<file path="src/common/ocl_pkg.sv">
// Slot map, fixed data words, slow-slot timing and the OCL address overlay

package ocl_pkg;

  // ------------------------------
  // Slot map
  // ------------------------------
  localparam int unsigned OCL_NUM_SLOTS = 16;

  localparam logic [3:0] OCL_SLOT_SCRATCH = 4'd0;
  localparam logic [3:0] OCL_SLOT_SLOW    = 4'd5;

  // ------------------------------
  // Fixed words
  // ------------------------------
  // Filler returned by slots with no logic behind them
  localparam logic [31:0] OCL_UNMAPPED_DATA = 32'hDEAD_BEEF;

  // Identity word at slot 5, offset 0
  localparam logic [31:0] OCL_SLOW_ID = 32'hC105_0005;

  // AXI response code, always OKAY
  localparam logic [1:0] OCL_RESP_OKAY = 2'b00;

  // ------------------------------
  // Slow slot timing
  // ------------------------------
  // Cycles from strobe to ack
  localparam int unsigned OCL_SLOW_ACK_DELAY = 3;
  localparam int unsigned OCL_SLOW_CNT_W     = $clog2(OCL_SLOW_ACK_DELAY + 1);

  // Address word, raw or split into slot and byte offset (256B per slot)
  typedef union packed {
    logic [31:0] raw;
    struct packed {
      logic [19:0] unused;
      logic [3:0]  slot;
      logic [7:0]  offset;
    } f;
  } ocl_addr_u;

endpackage

</file>
<file path="src/ocl_slv/axil_reg_slice.sv">
// AXI-Lite register slice, one holding register per request channel, B and R straight through
`timescale 1ns/1ps

module axil_reg_slice (
  input  logic        clk,
  input  logic        sync_rst_n,
  // Host side
  input  logic [31:0] awaddr,
  input  logic        awvalid,
  output logic        awready,
  input  logic [31:0] wdata,
  input  logic [3:0]  wstrb,
  input  logic        wvalid,
  output logic        wready,
  output logic [1:0]  bresp,
  output logic        bvalid,
  input  logic        bready,
  input  logic [31:0] araddr,
  input  logic        arvalid,
  output logic        arready,
  output logic [31:0] rdata,
  output logic [1:0]  rresp,
  output logic        rvalid,
  input  logic        rready,
  // Slave side
  output logic [31:0] awaddr_q,
  output logic        awvalid_q,
  input  logic        awready_q,
  output logic [31:0] wdata_q,
  output logic        wvalid_q,
  input  logic        wready_q,
  input  logic [1:0]  bresp_q,
  input  logic        bvalid_q,
  output logic        bready_q,
  output logic [31:0] araddr_q,
  output logic        arvalid_q,
  input  logic        arready_q,
  input  logic [31:0] rdata_q,
  input  logic [1:0]  rresp_q,
  input  logic        rvalid_q,
  output logic        rready_q
);

  logic       aw_full_nxt;
  logic       w_full_nxt;
  logic       ar_full_nxt;

  // ------------------------------
  // Full flags
  // ------------------------------
  // Fill on host handshake, drain on slave handshake
  always_comb
  begin
    aw_full_nxt = awvalid_q ? !awready_q : (awvalid && awready);
    w_full_nxt  = wvalid_q  ? !wready_q  : (wvalid && wready);
    ar_full_nxt = arvalid_q ? !arready_q : (arvalid && arready);
  end

  always_ff @(posedge clk)
  begin
    if (!sync_rst_n)
    begin
      awvalid_q <= 1'b0;
      wvalid_q  <= 1'b0;
      arvalid_q <= 1'b0;
      awready   <= 1'b0;
      wready    <= 1'b0;
      arready   <= 1'b0;
    end
    else
    begin
      awvalid_q <= aw_full_nxt;
      wvalid_q  <= w_full_nxt;
      arvalid_q <= ar_full_nxt;
      // Ready only while the register will be empty
      awready   <= !aw_full_nxt;
      wready    <= !w_full_nxt;
      arready   <= !ar_full_nxt;
    end
  end

  // Payload loads only into an empty register
  always_ff @(posedge clk)
  begin
    if (awvalid && awready)
      awaddr_q <= awaddr;
    if (wvalid && wready)
      wdata_q <= wdata;
    if (arvalid && arready)
      araddr_q <= araddr;
  end

  // Responses are already registered in the FSM
  assign bresp    = bresp_q;
  assign bvalid   = bvalid_q;
  assign bready_q = bready;
  assign rdata    = rdata_q;
  assign rresp    = rresp_q;
  assign rvalid   = rvalid_q;
  assign rready_q = rready;

  // Held beats stay put until taken
  a_aw_held_stable: assert property (@(posedge clk) disable iff (!sync_rst_n)
    (awvalid_q && !awready_q) |=> $stable(awaddr_q))
    else $error("AW slice register changed before handshake");

  a_w_held_stable: assert property (@(posedge clk) disable iff (!sync_rst_n)
    (wvalid_q && !wready_q) |=> $stable(wdata_q))
    else $error("W slice register changed before handshake");

  a_ar_held_stable: assert property (@(posedge clk) disable iff (!sync_rst_n)
    (arvalid_q && !arready_q) |=> $stable(araddr_q))
    else $error("AR slice register changed before handshake");

endmodule

</file>
<file path="src/ocl_slv/ocl_slv.sv">
// OCL slave FSM with write-first arbitration, slot decode, cfg strobes and AXI responses
`timescale 1ns/1ps

module ocl_slv (
  input  logic                               clk,
  input  logic                               sync_rst_n,
  input  logic                               sh_cl_flr_assert,
  input  logic [31:0]                        awaddr_q,
  input  logic                               awvalid_q,
  output logic                               awready_q,
  input  logic [31:0]                        wdata_q,
  input  logic                               wvalid_q,
  output logic                               wready_q,
  output logic [1:0]                         bresp_q,
  output logic                               bvalid_q,
  input  logic                               bready_q,
  input  logic [31:0]                        araddr_q,
  input  logic                               arvalid_q,
  output logic                               arready_q,
  output logic [31:0]                        rdata_q,
  output logic [1:0]                         rresp_q,
  output logic                               rvalid_q,
  input  logic                               rready_q,
  output logic [31:0]                        cfg_addr,
  output logic [31:0]                        cfg_wdata,
  output logic [ocl_pkg::OCL_NUM_SLOTS-1:0]  cfg_wr,
  output logic [ocl_pkg::OCL_NUM_SLOTS-1:0]  cfg_rd,
  input  logic                               slot0_ack,
  input  logic [31:0]                        slot0_rdata,
  input  logic                               slot5_ack,
  input  logic [31:0]                        slot5_rdata
);
  import ocl_pkg::*;

  typedef enum logic [1:0] {
    SLV_IDLE,
    SLV_WR_ADDR,
    SLV_CYC,
    SLV_RESP
  } slv_state_t;

  slv_state_t  state;
  slv_state_t  state_nxt;
  ocl_addr_u   req_addr;
  logic        cyc_wr;
  logic        did_req;
  logic        req_valid;
  logic        rsp_ready;
  logic        issue;
  logic        slot_ack;
  logic        cyc_done;
  logic [31:0] slot_rdata;
  logic [31:0] rdata_r;

  // Writes also need their data beat
  assign req_valid = cyc_wr ? wvalid_q : 1'b1;
  assign rsp_ready = cyc_wr ? bready_q : rready_q;

  // Latch winner and address, write has fixed priority
  always_ff @(posedge clk)
  begin
    if (!sync_rst_n)
      cyc_wr <= 1'b0;
    else if (state == SLV_IDLE)
      cyc_wr <= awvalid_q;
  end

  always_ff @(posedge clk)
  begin
    if (state == SLV_IDLE)
    begin
      if (awvalid_q)
        req_addr.raw <= awaddr_q;
      else if (arvalid_q)
        req_addr.raw <= araddr_q;
    end
  end

  // ------------------------------
  // Slot decode
  // ------------------------------
  always_comb
  begin
    case (req_addr.f.slot)
      OCL_SLOT_SCRATCH:
      begin
        slot_ack   = did_req && slot0_ack;
        slot_rdata = slot0_rdata;
      end
      OCL_SLOT_SLOW:
      begin
        slot_ack   = did_req && slot5_ack;
        slot_rdata = slot5_rdata;
      end
      default:
      begin
        // Nothing behind it, done at once
        slot_ack   = 1'b1;
        slot_rdata = OCL_UNMAPPED_DATA;
      end
    endcase
  end

  assign cyc_done = req_valid && slot_ack;

  // ------------------------------
  // FSM
  // ------------------------------
  always_comb
  begin
    state_nxt = state;
    if (sh_cl_flr_assert)
      state_nxt = SLV_IDLE;
    else
    begin
      case (state)
        SLV_IDLE:
        begin
          if (awvalid_q)
            state_nxt = SLV_WR_ADDR;
          else if (arvalid_q)
            state_nxt = SLV_CYC;
        end
        SLV_WR_ADDR:
          state_nxt = SLV_CYC;
        SLV_CYC:
        begin
          if (cyc_done)
            state_nxt = SLV_RESP;
        end
        SLV_RESP:
        begin
          if (rsp_ready)
            state_nxt = SLV_IDLE;
        end
        default:
          state_nxt = SLV_IDLE;
      endcase
    end
  end

  always_ff @(posedge clk)
  begin
    if (!sync_rst_n)
      state <= SLV_IDLE;
    else
      state <= state_nxt;
  end

  // One strobe per access
  assign issue = (state == SLV_CYC) && req_valid && !did_req;

  always_ff @(posedge clk)
  begin
    if (!sync_rst_n)
      did_req <= 1'b0;
    else if (state == SLV_IDLE)
      did_req <= 1'b0;
    else if (issue)
      did_req <= 1'b1;
  end

  // ------------------------------
  // Config side
  // ------------------------------
  always_ff @(posedge clk)
  begin
    if (!sync_rst_n)
    begin
      cfg_wr <= '0;
      cfg_rd <= '0;
    end
    else
    begin
      cfg_wr <= {{(OCL_NUM_SLOTS-1){1'b0}}, issue && cyc_wr} << req_addr.f.slot;
      cfg_rd <= {{(OCL_NUM_SLOTS-1){1'b0}}, issue && !cyc_wr} << req_addr.f.slot;
    end
  end

  // Registered copies for the slots
  always_ff @(posedge clk)
  begin
    cfg_addr  <= req_addr.raw;
    cfg_wdata <= wdata_q;
  end

  // Read data held through RESP
  always_ff @(posedge clk)
  begin
    if ((state == SLV_CYC) && cyc_done)
      rdata_r <= slot_rdata;
  end

  // ------------------------------
  // AXI side
  // ------------------------------
  always_ff @(posedge clk)
  begin
    if (!sync_rst_n)
    begin
      awready_q <= 1'b0;
      wready_q  <= 1'b0;
      arready_q <= 1'b0;
    end
    else
    begin
      awready_q <= (state_nxt == SLV_WR_ADDR);
      // Pop W or AR as the cycle ends, flr included
      wready_q  <= (state == SLV_CYC) && (state_nxt != SLV_CYC) && cyc_wr;
      arready_q <= (state == SLV_CYC) && (state_nxt != SLV_CYC) && !cyc_wr;
    end
  end

  assign bresp_q  = OCL_RESP_OKAY;
  assign bvalid_q = (state == SLV_RESP) && cyc_wr;
  assign rdata_q  = rdata_r;
  assign rresp_q  = OCL_RESP_OKAY;
  assign rvalid_q = (state == SLV_RESP) && !cyc_wr;

  a_strobe_excl: assert property (@(posedge clk) disable iff (!sync_rst_n)
    !((|cfg_wr) && (|cfg_rd)))
    else $error("cfg_wr and cfg_rd together");

  a_resp_excl: assert property (@(posedge clk) disable iff (!sync_rst_n)
    !(bvalid_q && rvalid_q))
    else $error("bvalid and rvalid together");

  // No second strobe until the FSM is back in idle
  a_one_strobe: assert property (@(posedge clk) disable iff (!sync_rst_n)
    (|(cfg_wr | cfg_rd)) |=> ((cfg_wr | cfg_rd) == '0) until (state == SLV_IDLE))
    else $error("more than one strobe in an access");

endmodule

</file>
<file path="src/source/scratch_regs.sv">
// Slot 0 scratch bank, four read/write registers with a one-cycle ack
`timescale 1ns/1ps

module scratch_regs (
  input  logic        clk,
  input  logic        sync_rst_n,
  input  logic [31:0] cfg_addr,
  input  logic [31:0] cfg_wdata,
  input  logic        cfg_wr,
  input  logic        cfg_rd,
  output logic        cfg_ack,
  output logic [31:0] cfg_rdata
);
  import ocl_pkg::*;

  ocl_addr_u   addr;
  logic [1:0]  idx;
  logic [31:0] regs [4];

  assign addr.raw = cfg_addr;
  // Word index inside the slot
  assign idx = addr.f.offset[3:2];

  // ------------------------------
  // Register bank
  // ------------------------------
  always_ff @(posedge clk)
  begin
    if (!sync_rst_n)
    begin
      for (int i = 0; i < 4; i++)
        regs[i] <= '0;
    end
    else if (cfg_wr)
    begin
      regs[idx] <= cfg_wdata;
    end
  end

  // Ack either access on the next cycle
  always_ff @(posedge clk)
  begin
    if (!sync_rst_n)
      cfg_ack <= 1'b0;
    else
      cfg_ack <= cfg_wr || cfg_rd;
  end

  // Read data lines up with the ack
  always_ff @(posedge clk)
  begin
    if (cfg_rd)
      cfg_rdata <= regs[idx];
  end

endmodule

</file>
<file path="src/source/slow_regs.sv">
// Slot 5 bank, ID word plus two read/write registers, ack after a fixed delay
`timescale 1ns/1ps

module slow_regs (
  input  logic        clk,
  input  logic        sync_rst_n,
  input  logic [31:0] cfg_addr,
  input  logic [31:0] cfg_wdata,
  input  logic        cfg_wr,
  input  logic        cfg_rd,
  output logic        cfg_ack,
  output logic [31:0] cfg_rdata
);
  import ocl_pkg::*;

  ocl_addr_u                 addr;
  logic [1:0]                idx;
  logic [1:0]                idx_h;
  logic [31:0]               reg1;
  logic [31:0]               reg2;
  logic [OCL_SLOW_CNT_W-1:0] cnt;

  assign addr.raw = cfg_addr;
  assign idx      = addr.f.offset[3:2];

  // Writes to index 0 and 3 fall away
  always_ff @(posedge clk)
  begin
    if (!sync_rst_n)
    begin
      reg1 <= '0;
      reg2 <= '0;
    end
    else if (cfg_wr)
    begin
      if (idx == 2'd1)
        reg1 <= cfg_wdata;
      else if (idx == 2'd2)
        reg2 <= cfg_wdata;
    end
  end

  // ------------------------------
  // Ack delay
  // ------------------------------
  // Counter reaches 1 the cycle before ack
  always_ff @(posedge clk)
  begin
    if (!sync_rst_n)
    begin
      cnt     <= '0;
      cfg_ack <= 1'b0;
    end
    else
    begin
      cfg_ack <= (cnt == OCL_SLOW_CNT_W'(1));
      if (cfg_wr || cfg_rd)
        cnt <= OCL_SLOW_CNT_W'(OCL_SLOW_ACK_DELAY - 1);
      else if (cnt != '0)
        cnt <= cnt - 1'b1;
    end
  end

  // Index held for the read mux at ack time
  always_ff @(posedge clk)
  begin
    if (cfg_wr || cfg_rd)
      idx_h <= idx;
    if (cnt == OCL_SLOW_CNT_W'(1))
    begin
      case (idx_h)
        2'd0:    cfg_rdata <= OCL_SLOW_ID;
        2'd1:    cfg_rdata <= reg1;
        2'd2:    cfg_rdata <= reg2;
        default: cfg_rdata <= '0;
      endcase
    end
  end

  a_no_overlap: assert property (@(posedge clk) disable iff (!sync_rst_n)
    (cfg_wr || cfg_rd) |-> (cnt == '0))
    else $error("slow slot strobed while busy");

endmodule

</file>
<file path="src/source/ocl_top.sv">
// OCL register slave top level, register slice plus control FSM plus slots 0 and 5
`timescale 1ns/1ps

module ocl_top (
  input  logic        clk,
  input  logic        sync_rst_n,
  input  logic        sh_cl_flr_assert,
  input  logic [31:0] awaddr,
  input  logic        awvalid,
  output logic        awready,
  input  logic [31:0] wdata,
  input  logic [3:0]  wstrb,
  input  logic        wvalid,
  output logic        wready,
  output logic [1:0]  bresp,
  output logic        bvalid,
  input  logic        bready,
  input  logic [31:0] araddr,
  input  logic        arvalid,
  output logic        arready,
  output logic [31:0] rdata,
  output logic [1:0]  rresp,
  output logic        rvalid,
  input  logic        rready
);
  import ocl_pkg::*;

  // Sliced AXI-Lite channels
  logic [31:0] awaddr_q;
  logic        awvalid_q;
  logic        awready_q;
  logic [31:0] wdata_q;
  logic        wvalid_q;
  logic        wready_q;
  logic [1:0]  bresp_q;
  logic        bvalid_q;
  logic        bready_q;
  logic [31:0] araddr_q;
  logic        arvalid_q;
  logic        arready_q;
  logic [31:0] rdata_q;
  logic [1:0]  rresp_q;
  logic        rvalid_q;
  logic        rready_q;

  // Config side
  logic [31:0]              cfg_addr;
  logic [31:0]              cfg_wdata;
  logic [OCL_NUM_SLOTS-1:0] cfg_wr;
  logic [OCL_NUM_SLOTS-1:0] cfg_rd;
  logic                     slot0_ack;
  logic [31:0]              slot0_rdata;
  logic                     slot5_ack;
  logic [31:0]              slot5_rdata;

  axil_reg_slice axil_reg_slice_inst (.*);

  ocl_slv ocl_slv_inst (.*);

  scratch_regs scratch_regs_inst (
    .clk        (clk),
    .sync_rst_n (sync_rst_n),
    .cfg_addr   (cfg_addr),
    .cfg_wdata  (cfg_wdata),
    .cfg_wr     (cfg_wr[OCL_SLOT_SCRATCH]),
    .cfg_rd     (cfg_rd[OCL_SLOT_SCRATCH]),
    .cfg_ack    (slot0_ack),
    .cfg_rdata  (slot0_rdata)
  );

  slow_regs slow_regs_inst (
    .clk        (clk),
    .sync_rst_n (sync_rst_n),
    .cfg_addr   (cfg_addr),
    .cfg_wdata  (cfg_wdata),
    .cfg_wr     (cfg_wr[OCL_SLOT_SLOW]),
    .cfg_rd     (cfg_rd[OCL_SLOT_SLOW]),
    .cfg_ack    (slot5_ack),
    .cfg_rdata  (slot5_rdata)
  );

endmodule

</file>
<file path="config.mk">
export PLATFORM = sky130hd
export DESIGN_NAME = ocl_top
export DESIGN_NICKNAME = d
export VERILOG_FILES = /design/src/common/ocl_pkg.sv /design/src/ocl_slv/axil_reg_slice.sv /design/src/ocl_slv/ocl_slv.sv /design/src/source/scratch_regs.sv /design/src/source/slow_regs.sv /design/src/source/ocl_top.sv
export SDC_FILE = /design/constraint.sdc
export NUM_CORES = 1
export LEC_CHECK = 0
export BUFFER_PORTS_ARGS = -buffer_cell sky130_fd_sc_hd__buf_2
export CORE_AREA = 2 2 314 161
export CTS_CLUSTER_DIAMETER = 100
export DETAILED_ROUTE_END_ITERATION = 12
export DIE_AREA = 0 0 316 163
export HOLD_SLACK_MARGIN = 0.06
export PLACE_DENSITY = 0.57
export SYNTH_ARGS = -nofsm -noshare
export SYNTH_HDL_FRONTEND = slang
export SYNTH_SLANG_ARGS = --single-unit
</file>
<file path="constraint.sdc">
create_clock -name clk -period 4.2 [get_ports clk]
set_clock_uncertainty 0.1 [all_clocks]
set_input_delay 0.21 -clock clk [delete_from_list [all_inputs] [get_ports clk]]
set_output_delay 0.21 -clock clk [all_outputs]
set_load 0.01 [all_outputs]
</file>
# Yosys cells after proc, flatten, opt, wreduce, memory -nomap -nowiden
# Memory sizes are Yosys's and may differ from the RTL's. A register that Yosys moved wholly into a read port is not among the register bits.
# Cells that the tools add are included.
[totals] regBits=263 ramBits=128 in_bits=108 output_inout_bits=41 wordCells=109 mem_count=1
[mem_list] name="scratch_regs_inst.regs" depth=4 width=32 rd=1 rd_clocked_by_memory_dff=1 wr=4 line="scratch_regs.sv:18" text="logic [31:0] regs [4];"
[classes] addsub=1 eq_ne=11 n_shift=2 n_mux=25 bitwise_logic=2 n_reduce_logical=38
[op_table] operator="one-hot mux 32 bit (3 select lines)" count=1
[op_table] operator="one-hot mux 32 bit (2 select lines)" count=1
[op_table] operator="2-to-1 mux 32 bit" count=1
[op_table] operator="OR reduction 32 bit" count=1
[op_table] operator="2-to-1 mux 12 bit" count=2
[op_table] operator="logical AND 1 bit" count=16
[op_table] operator="2-to-1 mux 2 bit" count=8
[op_table] operator="<< shifter 1 x 4 -> 6 bit" count=2
[op_table] operator="== test 2 x 1 -> 1 bit, second input constant" count=5
[op_table] operator="2-to-1 mux 1 bit" count=10
[op_table] operator="== test 2 bit, second input constant" count=4
[op_table] operator="zero test 1 bit" count=8
[op_table] operator="one-hot mux 2 bit (4 select lines)" count=1
[op_table] operator="nonzero test 2 bit" count=3
[op_table] operator="== test 4 x 3 -> 1 bit, second input constant" count=1
[op_table] operator="zero test 2 bit" count=2
[op_table] operator="zero test 4 bit" count=1
[op_table] operator="AND reduction 2 bit" count=2
[op_table] operator="OR reduction 2 bit" count=2
[op_table] operator="AND reduction 3 bit" count=1
[op_table] operator="logical OR 1 bit" count=2
[op_table] operator="!= test 2 bit, second input constant" count=1
[op_table] operator="inverter 1 bit" count=2
[op_table] operator="one-hot mux 1 bit (2 select lines)" count=1
[op_table] operator="subtractor 2 x 1 -> 2 bit, second input constant" count=1

# Longest topological paths before layout
# Gate-level depths: netlist of the first run.
[logic_depth] word_depth=9 depth_mapped=8 depth_no_buf=4

# Modules after synthesis
# Synthesis of the first run repeated with hierarchy kept, for this count alone.
[unflattened] hier_cells=1270 area_unflattened_um2=19120.8
[modules_own_cells] mod="scratch_regs" n_inst=1 cells_per_inst=391 area_each_um2=6459.9 seq_area_each_um2=4824.6
[modules_own_cells] mod="ocl_slv" n_inst=1 cells_per_inst=377 area_each_um2=5268.8 seq_area_each_um2=3983.8
[modules_own_cells] mod="slow_regs" n_inst=1 cells_per_inst=345 area_each_um2=3962.6 seq_area_each_um2=2362.3
[modules_own_cells] mod="axil_reg_slice" n_inst=1 cells_per_inst=157 area_each_um2=3429.5 seq_area_each_um2=3002.9

# Worst setup path after synthesis of the first run
# Ideal clock, no wire load.
[synth_path] path_kind="register -> register" start="reg ocl_slv_inst.cfg_addr[2]" end="mem scratch_regs_inst.regs[0][0] (enable)" setup_time_ps=466 arrival_time_ps=3154 required_time_ps=3634 slack_ps=480 path_stages_with_launch=5 n_path_buf=2 period_less_slack_ps=3720 path_cell_list="dfxtp_1 -> buf_6 -> or2_2 -> clkbuf_1 -> o21ai_0"
[synth_rtl] element="start, declared" line="ocl_slv.sv:24" text="output logic [31:0] cfg_addr,"
[synth_rtl] element="start signal, assigned" line="ocl_slv.sv:183" text="cfg_addr <= req_addr.raw;"
[synth_rtl] element="end, declared" line="scratch_regs.sv:18"

==> results by group, run 1 <==
Placement
  – Post-placement cell area: 0.01545 mm²
  – Gp weighted congestion: 0.7228
  – Port Buf Inserts: 88
  – HPWL after detailed placement: 19,240 µm
  – Placed Cells: 1,712

Logic synthesis
  – Largest family of logic cells by synthesized area: simple AND/OR/NAND/NOR gates
  – Cells after Synth: 1,016
  – Synthesized cell area: 0.01442 mm²
  – Adder-Cell Fraction of Synth Area: 0
  – Simple logic cell fraction of the synthesized area: 0.09687
  – Synth Area in Compound Gates: 0.06588
  – Synth Area in XOR/XNOR: 0.0006076
  – Leading area contributor after synthesis: edfxtp_1
  – Most numerous cell in the Yosys netlist: edfxtp_1
  – Dominant cells by area after synthesis: edfxtp_1, dfxtp_1, mux4_2, nand2_1, nor2_1
  – Mux cell area share after synthesis: 0.05815
  – Top-area cell type share of the netlist area: 0.5750
  – EDFF count, synth: 276
  – Avg Cell Area, Syn: 14.19 µm²
  – Synth Flop Type: edfxtp_1
  – Async set-reset flop share out of synthesis: 0
  – Yosys warns: 0
  – Sequential share of the synthesized area: 0.7402
  – Synth unique cells: 39
  – Synth Register Bits: 395
  – Post-synth top cells: edfxtp_1, nand2_1, dfxtp_1, nor2_1, a21oi_1

Timing
  – Measured slew at the worst slew-check pin: 1.132 ns
  – Rel. slew slack: 0.2432
  – Final setup TNS: 0 ns
  – Fin. Hold Viols: 0
  – # setup viols final: 0
  – RSZ-0062 raised after global routing: false
  – Period minus WS final: 2.887 ns
  – Slew Viols, Final: 0
  – Final clock period utilization by the worst path: 0.6874
  – Hold_ws: 0.1030 ns
  – Fmax: 346.4 MHz

Global route
  – Vias in the first global route: 8,296
  – Residual overflow from global routing: 0
  – First-pass GRT wire length: 51,650 µm
  – Pin count of the biggest net entering global routing: 72
  – Antenna violations before repair: 0
  – GRT Overall Usage: 0.1337

Route
  – Vias per inst: 4.564
  – Wire per inst: 18.66 µm
  – DRC: 0
  – DRT Wirelength: 34,130 µm
  – Initial DRT Pass Iterations: 5
  – First-iteration detailed-routing DRC count: 657
  – ANT nets after route: 0
  – Total number of vias: 8,347

Clock tree
  – Clock transition at path regs: 0.07 ns
  – Postcts setup bufs: 0
  – CTS Sinks: 395
  – Worst-Skew Late Latency: 0.52 ns
  – Longest Clk Path Bufs: 3
  – Cts bufs inserted: 37
  – Root Driver: clkbuf_16
  – CTS tree: yes
  – H-tree depth reported by CTS: 2

Worst setup path
  – Worst Path Max Fanout: 33
  – CP top delay family: buffers and inverters
  – Slowest CP cell: or2_2
  – Crit. End Element: register
  – Required time worst endpoint: 4.31 ns
  – Crit Path Class: reg -> reg
  – Worst-path cell chain: buf_4 -> or2_2 -> o21ai_2 -> buf_4
  – Arr. time, crit path: 3.00 ns
  – CP bufs+invs: 2
  – Setup crit start kind: register
  – CP max stage delay: 0.79 ns
  – Worst path most repeated cell: buf_4

Floorplan
  – Chip height: 163 µm
  – Die width: 316 µm
  – Row Count: 58
  – Core Region: 0.04913 mm²
  – Full die area: 0.05151 mm²
  – IO Pins: 149
  – Initial core utilization: 0.2934

Layout
  – ANT cells: 0
  – Layout Nets: 1,251
  – Cell area after layout: 0.01708 mm²
  – Synth-to-Final Area Change: 18.46%
  – Fin cells: 1,829
  – Layout cells sized above 1: 0.1796
  – Final-layout fill cell count: 4,729

Pwr
  – Peak VDD IR: 0.3078 mV
  – PD cells: 459.8 mW/mm²
  – Leakage: 0.006086 µW

Flow run
  – Max-Cap Viols: 0

Outcome
  – Status: finished, final reports clean

Min path
  – Hold WC Path Type: in -> reg
placed cells by master, fill, tap and decap left out, types with 4 or more instances in the layout:
cell type / instances
a21oi_1: 75
a221o_1: 24
a22o_1: 33
and2_1: 4
buf_2: 88
buf_4: 13
clkbuf_1: 12
clkbuf_16: 37
clkinv_2: 5
conb_1: 4
dfxtp_1: 118
dlygate4sd3_1: 52
edfxtp_1: 276
inv_1: 39
mux2_2: 6
mux2i_1: 5
mux4_2: 32
nand2_1: 168
nand2b_1: 9
nor2_1: 110
nor2b_1: 9
nor3_1: 4
or2_2: 4
where the power goes:
part | total (µW) | internal (µW) | switching, µW
Sequential | 4320 | 4260 | 56.6
Clock | 3160 | 1750 | 1410
Combinational | 370 | 157 | 213
stage by stage:
step / worst slack (ns) / power (µW) / utilization
final: 1.313 / 7852 / 0.3476
after global routing: 1.177 / 8136 / 0.3476
after CTS: 1.259 / 7955 / 0.3476
after detailed placement: 1.279 / 4746 / 0.3144
after global placement: 1.272 / 4739 / 0.3144
after floorplan: 0.4802 / 4610 / -
state kept, by name (all words and copies together), names as in the netlist, 2 cells and up:
register                      count
axil_reg_slice_inst.araddr_q      6
axil_reg_slice_inst.awaddr_q      6
axil_reg_slice_inst.wdata_q      32
ocl_slv_inst.cfg_addr             2
ocl_slv_inst.cfg_rd               2
ocl_slv_inst.cfg_wdata           32
ocl_slv_inst.cfg_wr               2
ocl_slv_inst.rdata_q             32
ocl_slv_inst.req_addr             6
ocl_slv_inst.state                2
scratch_regs_inst.cfg_rdata      32
scratch_regs_inst.regs          128
slow_regs_inst.cfg_rdata         32
slow_regs_inst.cnt                2
slow_regs_inst.idx_h              2
slow_regs_inst.reg1              32
slow_regs_inst.reg2              32
timing repair:
action / CTS / global route
hold endpoints to repair: 57 / 0
resized for setup: 0 / 0
hold buffers: 52 / 0
worst min-delay path, cell delays in order:
cell and delay [ns]:
buf_2 0.09, mux2i_1 0.17, a222oi_1 0.11, nor2_1 0.10
layout make-up:
type	instances	area, µm²	share of cell area
sequential	395	10670	0.6249
multi-input combinational	516	3262	0.1910
timing repair buffer	153	1059	0.06199
clock buffer	52	1012	0.05928
tap	660	825.8	0.04836
inverter	40	150.1	0.008792
clock inverter	13	96.34	0.005642
worst paths after layout:
| path | startpoint | endpoint | slack (ns) | cells past startpoint |
|---|---|---|---|---|
| worst max-delay path | ocl_slv_inst.cfg_addr[3]$_DFF_P_ | scratch_regs_inst.regs[0][15]$_SDFFCE_PN0P_ | 1.31 | 4 |
| worst min-delay path | bready | ocl_slv_inst.state[0]$_SDFF_PN0_ | 0.10 | 4 |
| worst max register to register | ocl_slv_inst.cfg_addr[3]$_DFF_P_ | scratch_regs_inst.regs[0][15]$_SDFFCE_PN0P_ | 1.31 | 4 |
| worst min register to register | axil_reg_slice_inst.wdata_q[10]$_DFFE_PP_ | ocl_slv_inst.cfg_wdata[10]$_DFF_P_ | 0.24 | 0 |
routing by layer:
layer  up-vias  share of wire  global-route usage  routed length, µm
li1       3877              -                   -                  -
met3        40          0.076             0.02737               2601
met4         0          0.017             0.03188                565
met1      4153           0.47              0.1974              16110
met2       277           0.44              0.2008              14850
met5         -              0                   0                  0
logic make-up after synthesis:
family | Yosys count
other | 1
AO/OA/AOI/OAI | 139
AND/OR/NAND/NOR | 329
XOR/XNOR | 1
multiplexers | 43
buffers and inverters | 108
flip-flops | 395
Power figures use the tool's default switching activity.
==> run 2: changes to the inputs <==
--- a/config.mk
+++ b/config.mk
@@ -11,7 +11,7 @@
 export DETAILED_ROUTE_END_ITERATION = 12
 export DIE_AREA = 0 0 316 163
 export HOLD_SLACK_MARGIN = 0.06
-export PLACE_DENSITY = 0.57
+export PLACE_DENSITY = 0.58
 export SYNTH_ARGS = -nofsm -noshare
 export SYNTH_HDL_FRONTEND = slang
 export SYNTH_SLANG_ARGS = --single-unit
==> constraint.sdc (replaced) <==
create_clock -name clk -period 2.6 [get_ports clk]
set_clock_uncertainty 0.1 [all_clocks]
set_input_delay 0.13 -clock clk [delete_from_list [all_inputs] [get_ports clk]]
set_output_delay 0.13 -clock clk [all_outputs]
set_load 0.01 [all_outputs]
==> run 2 against run 1 <==
Compared with the run above:
- power rose by 60%
- clock-buffer cell count fell by 5
- cell area rose by 0.89%
- sequential share of layout area fell by 0.55 points
- global-route usage rose by 0.37 points
- core utilization rose by 0.31 points
- worst hold slack improved by 0.11 ns
- via count rose by 1.9%
- critical path depth rose by 2
- die area did not move
- sequential cell count did not move
- final cell count rose by 1.3%
- largest power group unchanged
==> results by group, run 2 (same netlist as run 1, synthesis figures left out) <==
Worst setup path
  – R2r startpoint: ocl_slv_inst.cyc_wr$_SDFFE_PN0P_
  – Worst Path Max Fanout: 11
  – CP max stage delay: 0.60 ns
  – CP bufs+invs: 2
  – Setup crit start kind: register
  – Worst path most repeated cell: dlygate4sd3_1
  – Arr. time, crit path: 2.75 ns
  – CP Depth: 6
  – CP top delay family: buffers and inverters
  – CP Launch Point: ocl_slv_inst.cyc_wr$_SDFFE_PN0P_
  – FF-to-FF setup slack: 0.22 ns
  – Reg2reg path depth: 6
  – Worst-path cell chain: mux2i_1 -> dlygate4sd3_1 -> nor2_1 -> a21oi_1 -> nor2b_1 -> dlygate4sd3_1
  – R2r endpoint: ocl_slv_inst.state[1]$_SDFF_PN0_
  – Required time worst endpoint: 2.97 ns
  – Slowest CP cell: dlygate4sd3_1
  – CP endpoint: ocl_slv_inst.state[1]$_SDFF_PN0_
  – Crit. End Element: register
  – Crit Path Class: reg -> reg

Outcome
  – Status: finished, final reports clean

Pwr
  – Pwr Total: 12,540 µW
  – Clock network power share: 0.393
  – Sw Share: 0.2185
  – PD cells: 728.0 mW/mm²
  – Leakage: 0.006190 µW
  – Sequential power share: 0.555
  – Int Power: 9802 µW
  – NetSw: 2741 µW
  – Peak VDD IR: 0.3489 mV
  – Combinational Power Share: 0.052

Clock tree
  – Root Driver: clkbuf_16
  – CTS tree: yes
  – CTS Sinks: 395
  – Clock transition at path regs: 0.06 ns
  – # hold bufs at CTS: 53
  – Post-cts gate resize count: 0
  – Postcts setup bufs: 0
  – H-tree depth reported by CTS: 2
  – Cts bufs inserted: 35
  – Worst-Skew Late Latency: 0.54 ns
  – Longest Clk Path Bufs: 3

Route
  – DRT Wirelength: 35,040 µm
  – ANT nets after route: 0
  – First-iteration detailed-routing DRC count: 780
  – Total number of vias: 8,502
  – Vias per inst: 4.588
  – Initial DRT Pass Iterations: 5
  – Wire per inst: 18.91 µm
  – DRC: 0

Floorplan
  – Initial core utilization: 0.2934
  – Chip height: 163 µm
  – Die width: 316 µm
  – IO Pins: 149
  – Row Count: 58
  – Core Region: 0.04913 mm²
  – Full die area: 0.05151 mm²

Global route
  – Residual overflow from global routing: 0
  – First-pass GRT wire length: 52,570 µm
  – Vias in the first global route: 8,508
  – GRT Overall Usage: 0.1375
  – Antenna violations before repair: 0
  – Pin count of the biggest net entering global routing: 72

Layout
  – Largest register FFs: 128
  – Most frequent cells in the layout: edfxtp_1, nand2_1, dfxtp_1
  – Most flops, register: scratch_regs_inst.regs
  – Synth-to-Final Area Change: 19.52%
  – Fin cells: 1,853
  – Most common cell after layout, fill and taps aside: edfxtp_1
  – ANT cells: 0
  – Layout cells sized above 1: 0.1911
  – Layout Nets: 1,274

Timing
  – Final clock period utilization by the worst path: 0.9154
  – Period minus WS final: 2.380 ns
  – # setup viols final: 0
  – Final setup TNS: 0 ns
  – Measured slew at the worst slew-check pin: 1.224 ns
  – RSZ-0062 raised after global routing: false
  – Rel. slew slack: 0.1829
  – Fin. Hold Viols: 0
  – Slew Viols, Final: 0
  – Fmax: 420.1 MHz

Min path
  – Hold path cells: 2
  – Hold WC Path Type: in -> reg

Placement
  – Gp weighted congestion: 0.7454
  – Placed Cells: 1,736
  – HPWL after detailed placement: 20,710 µm
  – Port Buf Inserts: 88

Flow run
  – Max-Cap Viols: 0
## run 2: cell types whose count changed in the layout (fill, tap and decap cells not counted), moves of 2 or more
cell,before,now
buf_12,0,4
buf_4,13,33
clkbuf_16,37,35
clkbuf_8,3,1
clkinv_1,3,6
inv_6,1,3
nor2_2,0,3
nor2_4,3,0
nor2b_2,0,2
nor2b_4,3,1
or2_1,0,2
or2_2,4,2
## run 2: worst min path at each step
stage                     from                                         end  slack [ns]
floorplan           araddr[10]  axil_reg_slice_inst.araddr_q[10]$_DFFE_PP_        0.13
global placement     awaddr[9]   axil_reg_slice_inst.awaddr_q[9]$_DFFE_PP_        0.21
detailed placement   araddr[9]   axil_reg_slice_inst.araddr_q[9]$_DFFE_PP_        0.21
CTS                  awaddr[2]   axil_reg_slice_inst.awaddr_q[2]$_DFFE_PP_        0.19
global route          wdata[2]    axil_reg_slice_inst.wdata_q[2]$_DFFE_PP_        0.20
finish               wdata[21]   axil_reg_slice_inst.wdata_q[21]$_DFFE_PP_        0.22
## run 2: layer usage
layer  share of wire  up-vias  wire [µm]  global-route usage
li1                -     3930          -                   -
met4           0.015        0        529             0.03188
met1            0.47     4238      16630              0.2019
met2            0.44      290      15350              0.2085
met3           0.072       44       2525             0.02750
met5               0        -          0                   0
## run 2: final cells by class
class / instances / area, µm²
multi-input cells: 516 / 3236
repair buffers: 178 / 1299
clock inverters: 17 / 116.4
inverters: 40 / 150.1
fillers: 4743 / 31900
flip-flops and latches: 395 / 10670
well taps: 660 / 825.8
clock buffers: 47 / 930.9
## run 2: through the flow
step / instance area, µm² / setup slack, ns / util / hold WS, ns
after floorplan: 14440 / 0.2568 / - / 0.1289
after global placement: 15650 / 0.4080 / 0.3186 / 0.2061
after detailed placement: 15650 / 0.3510 / 0.3186 / 0.2081
after CTS: 17230 / 0.2487 / 0.3507 / 0.1857
after global routing: 17230 / 0.09442 / 0.3507 / 0.1965
final: 17230 / 0.2198 / 0.3507 / 0.2155
## run 2: power groups by stage
stage	Clock [µW]	Sequential [µW]	Combinational, µW
2_1_floorplan	0	7080	367
3_3_place_gp	0	7100	587
3_5_place_dp	0	7100	596
4_1_cts	5080	6960	660
5_1_grt	5320	6980	700
6_report	4930	6960	650
==> run 3: changes to the inputs <==
--- a/config.mk
+++ b/config.mk
@@ -11,7 +11,7 @@
 export DETAILED_ROUTE_END_ITERATION = 12
 export DIE_AREA = 0 0 316 163
 export HOLD_SLACK_MARGIN = 0.06
-export PLACE_DENSITY = 0.58
+export PLACE_DENSITY = 0.45
 export SYNTH_ARGS = -nofsm -noshare
 export SYNTH_HDL_FRONTEND = slang
 export SYNTH_SLANG_ARGS = --single-unit
==> run 3 against run 2 <==
Compared with the run above:
- die area is the same
- cell area up 2.1%
- register-to-register slack gained 0.12 ns
- power grew 8.3%
==> results by group, run 3 (same netlist as run 1, synthesis figures left out) <==
Floorplan
  – Row Count: 58
  – Die width: 316 µm
  – Full die area: 0.05151 mm²
  – Core Region: 0.04913 mm²
  – IO Pins: 149
  – Initial core utilization: 0.2934
  – Chip height: 163 µm

Timing
  – Period minus WS final: 2.261 ns
  – RSZ-0062 raised after global routing: false
  – Fin. Hold Viols: 0
  – Fmax: 442.2 MHz
  – # setup viols final: 0
  – Final setup TNS: 0 ns
  – Measured slew at the worst slew-check pin: 0.9435 ns
  – Slew Viols, Final: 0
  – Setup WS post-layout: 0.3386 ns
  – Final clock period utilization by the worst path: 0.8698
  – Hold_ws: 0.1849 ns
  – Rel. slew slack: 0.3710

Clock tree
  – H-tree depth reported by CTS: 2
  – CTS tree: yes
  – Postcts setup bufs: 0
  – Worst-Skew Late Latency: 0.55 ns
  – CTS Sinks: 395
  – # hold bufs at CTS: 53
  – Clock transition at path regs: 0.06 ns
  – Cts bufs inserted: 39
  – Root Driver: clkbuf_16
  – Longest Clk Path Bufs: 3
  – Post-cts gate resize count: 0

Route
  – Initial DRT Pass Iterations: 5
  – DRC: 0
  – ANT nets after route: 0
  – Vias per inst: 4.500
  – First-iteration detailed-routing DRC count: 479
  – Total number of vias: 8,356
  – Wire per inst: 19.41 µm
  – DRT Wirelength: 36,040 µm

Placement
  – Post-placement cell area: 0.01570 mm²
  – Port Buf Inserts: 88
  – Gp weighted congestion: 0.7254
  – HPWL after detailed placement: 20,320 µm
  – Pre-CTS setup slack: 0.6124 ns

Worst setup path
  – Setup crit start kind: register
  – Worst-path cell chain: xnor2_1 -> o211ai_1 -> a222oi_1 -> nor2_1 -> dlygate4sd3_1
  – Slowest CP cell: dlygate4sd3_1
  – R2r startpoint: ocl_slv_inst.req_addr[10]$_DFFE_PP_
  – Crit. End Element: register
  – Required time worst endpoint: 2.93 ns
  – CP top delay family: compound AO/OA/AOI/OAI gates
  – CP max stage delay: 0.56 ns
  – FF-to-FF setup slack: 0.34 ns
  – Crit Path Class: reg -> reg
  – CP Launch Point: ocl_slv_inst.req_addr[10]$_DFFE_PP_
  – CP Depth: 5
  – CP bufs+invs: 1
  – Worst Path Max Fanout: 5
  – R2r endpoint: ocl_slv_inst.state[0]$_SDFF_PN0_
  – Reg2reg path depth: 5
  – Arr. time, crit path: 2.60 ns
  – CP endpoint: ocl_slv_inst.state[0]$_SDFF_PN0_

Global route
  – Pin count of the biggest net entering global routing: 72
  – Residual overflow from global routing: 0
  – Antenna violations before repair: 0
  – First-pass GRT wire length: 53,430 µm
  – Vias in the first global route: 8,163
  – GRT Overall Usage: 0.1407

Pwr
  – Peak VDD IR: 0.3740 mV
  – Leakage: 0.006328 µW
  – Pwr Total: 13,580 µW
  – PD cells: 772.5 mW/mm²

Flow run
  – Max-Cap Viols: 0

Outcome
  – Status: finished, final reports clean

Layout
  – Layout Nets: 1,274
  – Synth-to-Final Area Change: 21.98%
  – ANT cells: 0
  – Layout cells sized above 1: 0.2013
  – Largest register FFs: 128
  – Most common cell after layout, fill and taps aside: edfxtp_1
  – Cell area after layout: 0.01758 mm²
  – Final-layout fill cell count: 4,697
  – Most flops, register: scratch_regs_inst.regs
  – Most frequent cells in the layout: edfxtp_1, nand2_1, dfxtp_1

Min path
  – Hold WC Path Type: in -> reg
-- run 3: changes by cell type in the layout (fill, tap and decap cells not counted), moves of 4 or more --
cell,before,now
buf_4,33,25
clkbuf_8,1,5
clkbuf_1,11,7
buf_12,4,8
clkbuf_16,35,43
-- run 3: worst min-delay path by stage --
stage	startpoint	to	slack [ns]	cells after the start
final	wdata[2]	axil_reg_slice_inst.wdata_q[2]$_DFFE_PP_	0.18	2
after global routing	wdata[2]	axil_reg_slice_inst.wdata_q[2]$_DFFE_PP_	0.16	2
after CTS	wdata[8]	axil_reg_slice_inst.wdata_q[8]$_DFFE_PP_	0.16	2
after detailed placement	wdata[23]	axil_reg_slice_inst.wdata_q[23]$_DFFE_PP_	0.21	1
after global placement	awaddr[2]	axil_reg_slice_inst.awaddr_q[2]$_DFFE_PP_	0.21	1
after floorplan	araddr[10]	axil_reg_slice_inst.araddr_q[10]$_DFFE_PP_	0.13	0
-- run 3: layout make-up --
type	count	area (µm²)	share of cell area
Tap cell	660	825.8	0.04697
Multi-Input combinational cell	516	3258	0.1853
Inverter	40	150.1	0.008539
Timing Repair Buffer	174	1319	0.07500
Clock inverter	17	186.4	0.01060
Sequential cell	395	10670	0.6070
Clock buffer	55	1171	0.06660
-- run 3: report_power, final --
| group | internal (µW) | switching (µW) | leakage, µW |
|---|---|---|---|
| Combinational | 286 | 370 | 0.00198 |
| Clock | 3470 | 2480 | 0.000661 |
| Sequential | 6890 | 84.8 | 0.00369 |
-- run 3: metal layers --
metal / track usage / wire length (µm) / up-vias
li1: - / - / 3921
met1: 0.2162 / 18260 / 4180
met2: 0.2043 / 15350 / 207
met3: 0.02674 / 1929 / 48
met4: 0.02951 / 504 / 0
met5: 0 / 0 / -
-- run 3: through the flow --
stage	util	cells
final	0.3579	1857
after CTS	0.3579	1857
after floorplan	-	1019
after global routing	0.3579	1857
after global placement	0.3195	1732
after detailed placement	0.3195	1732
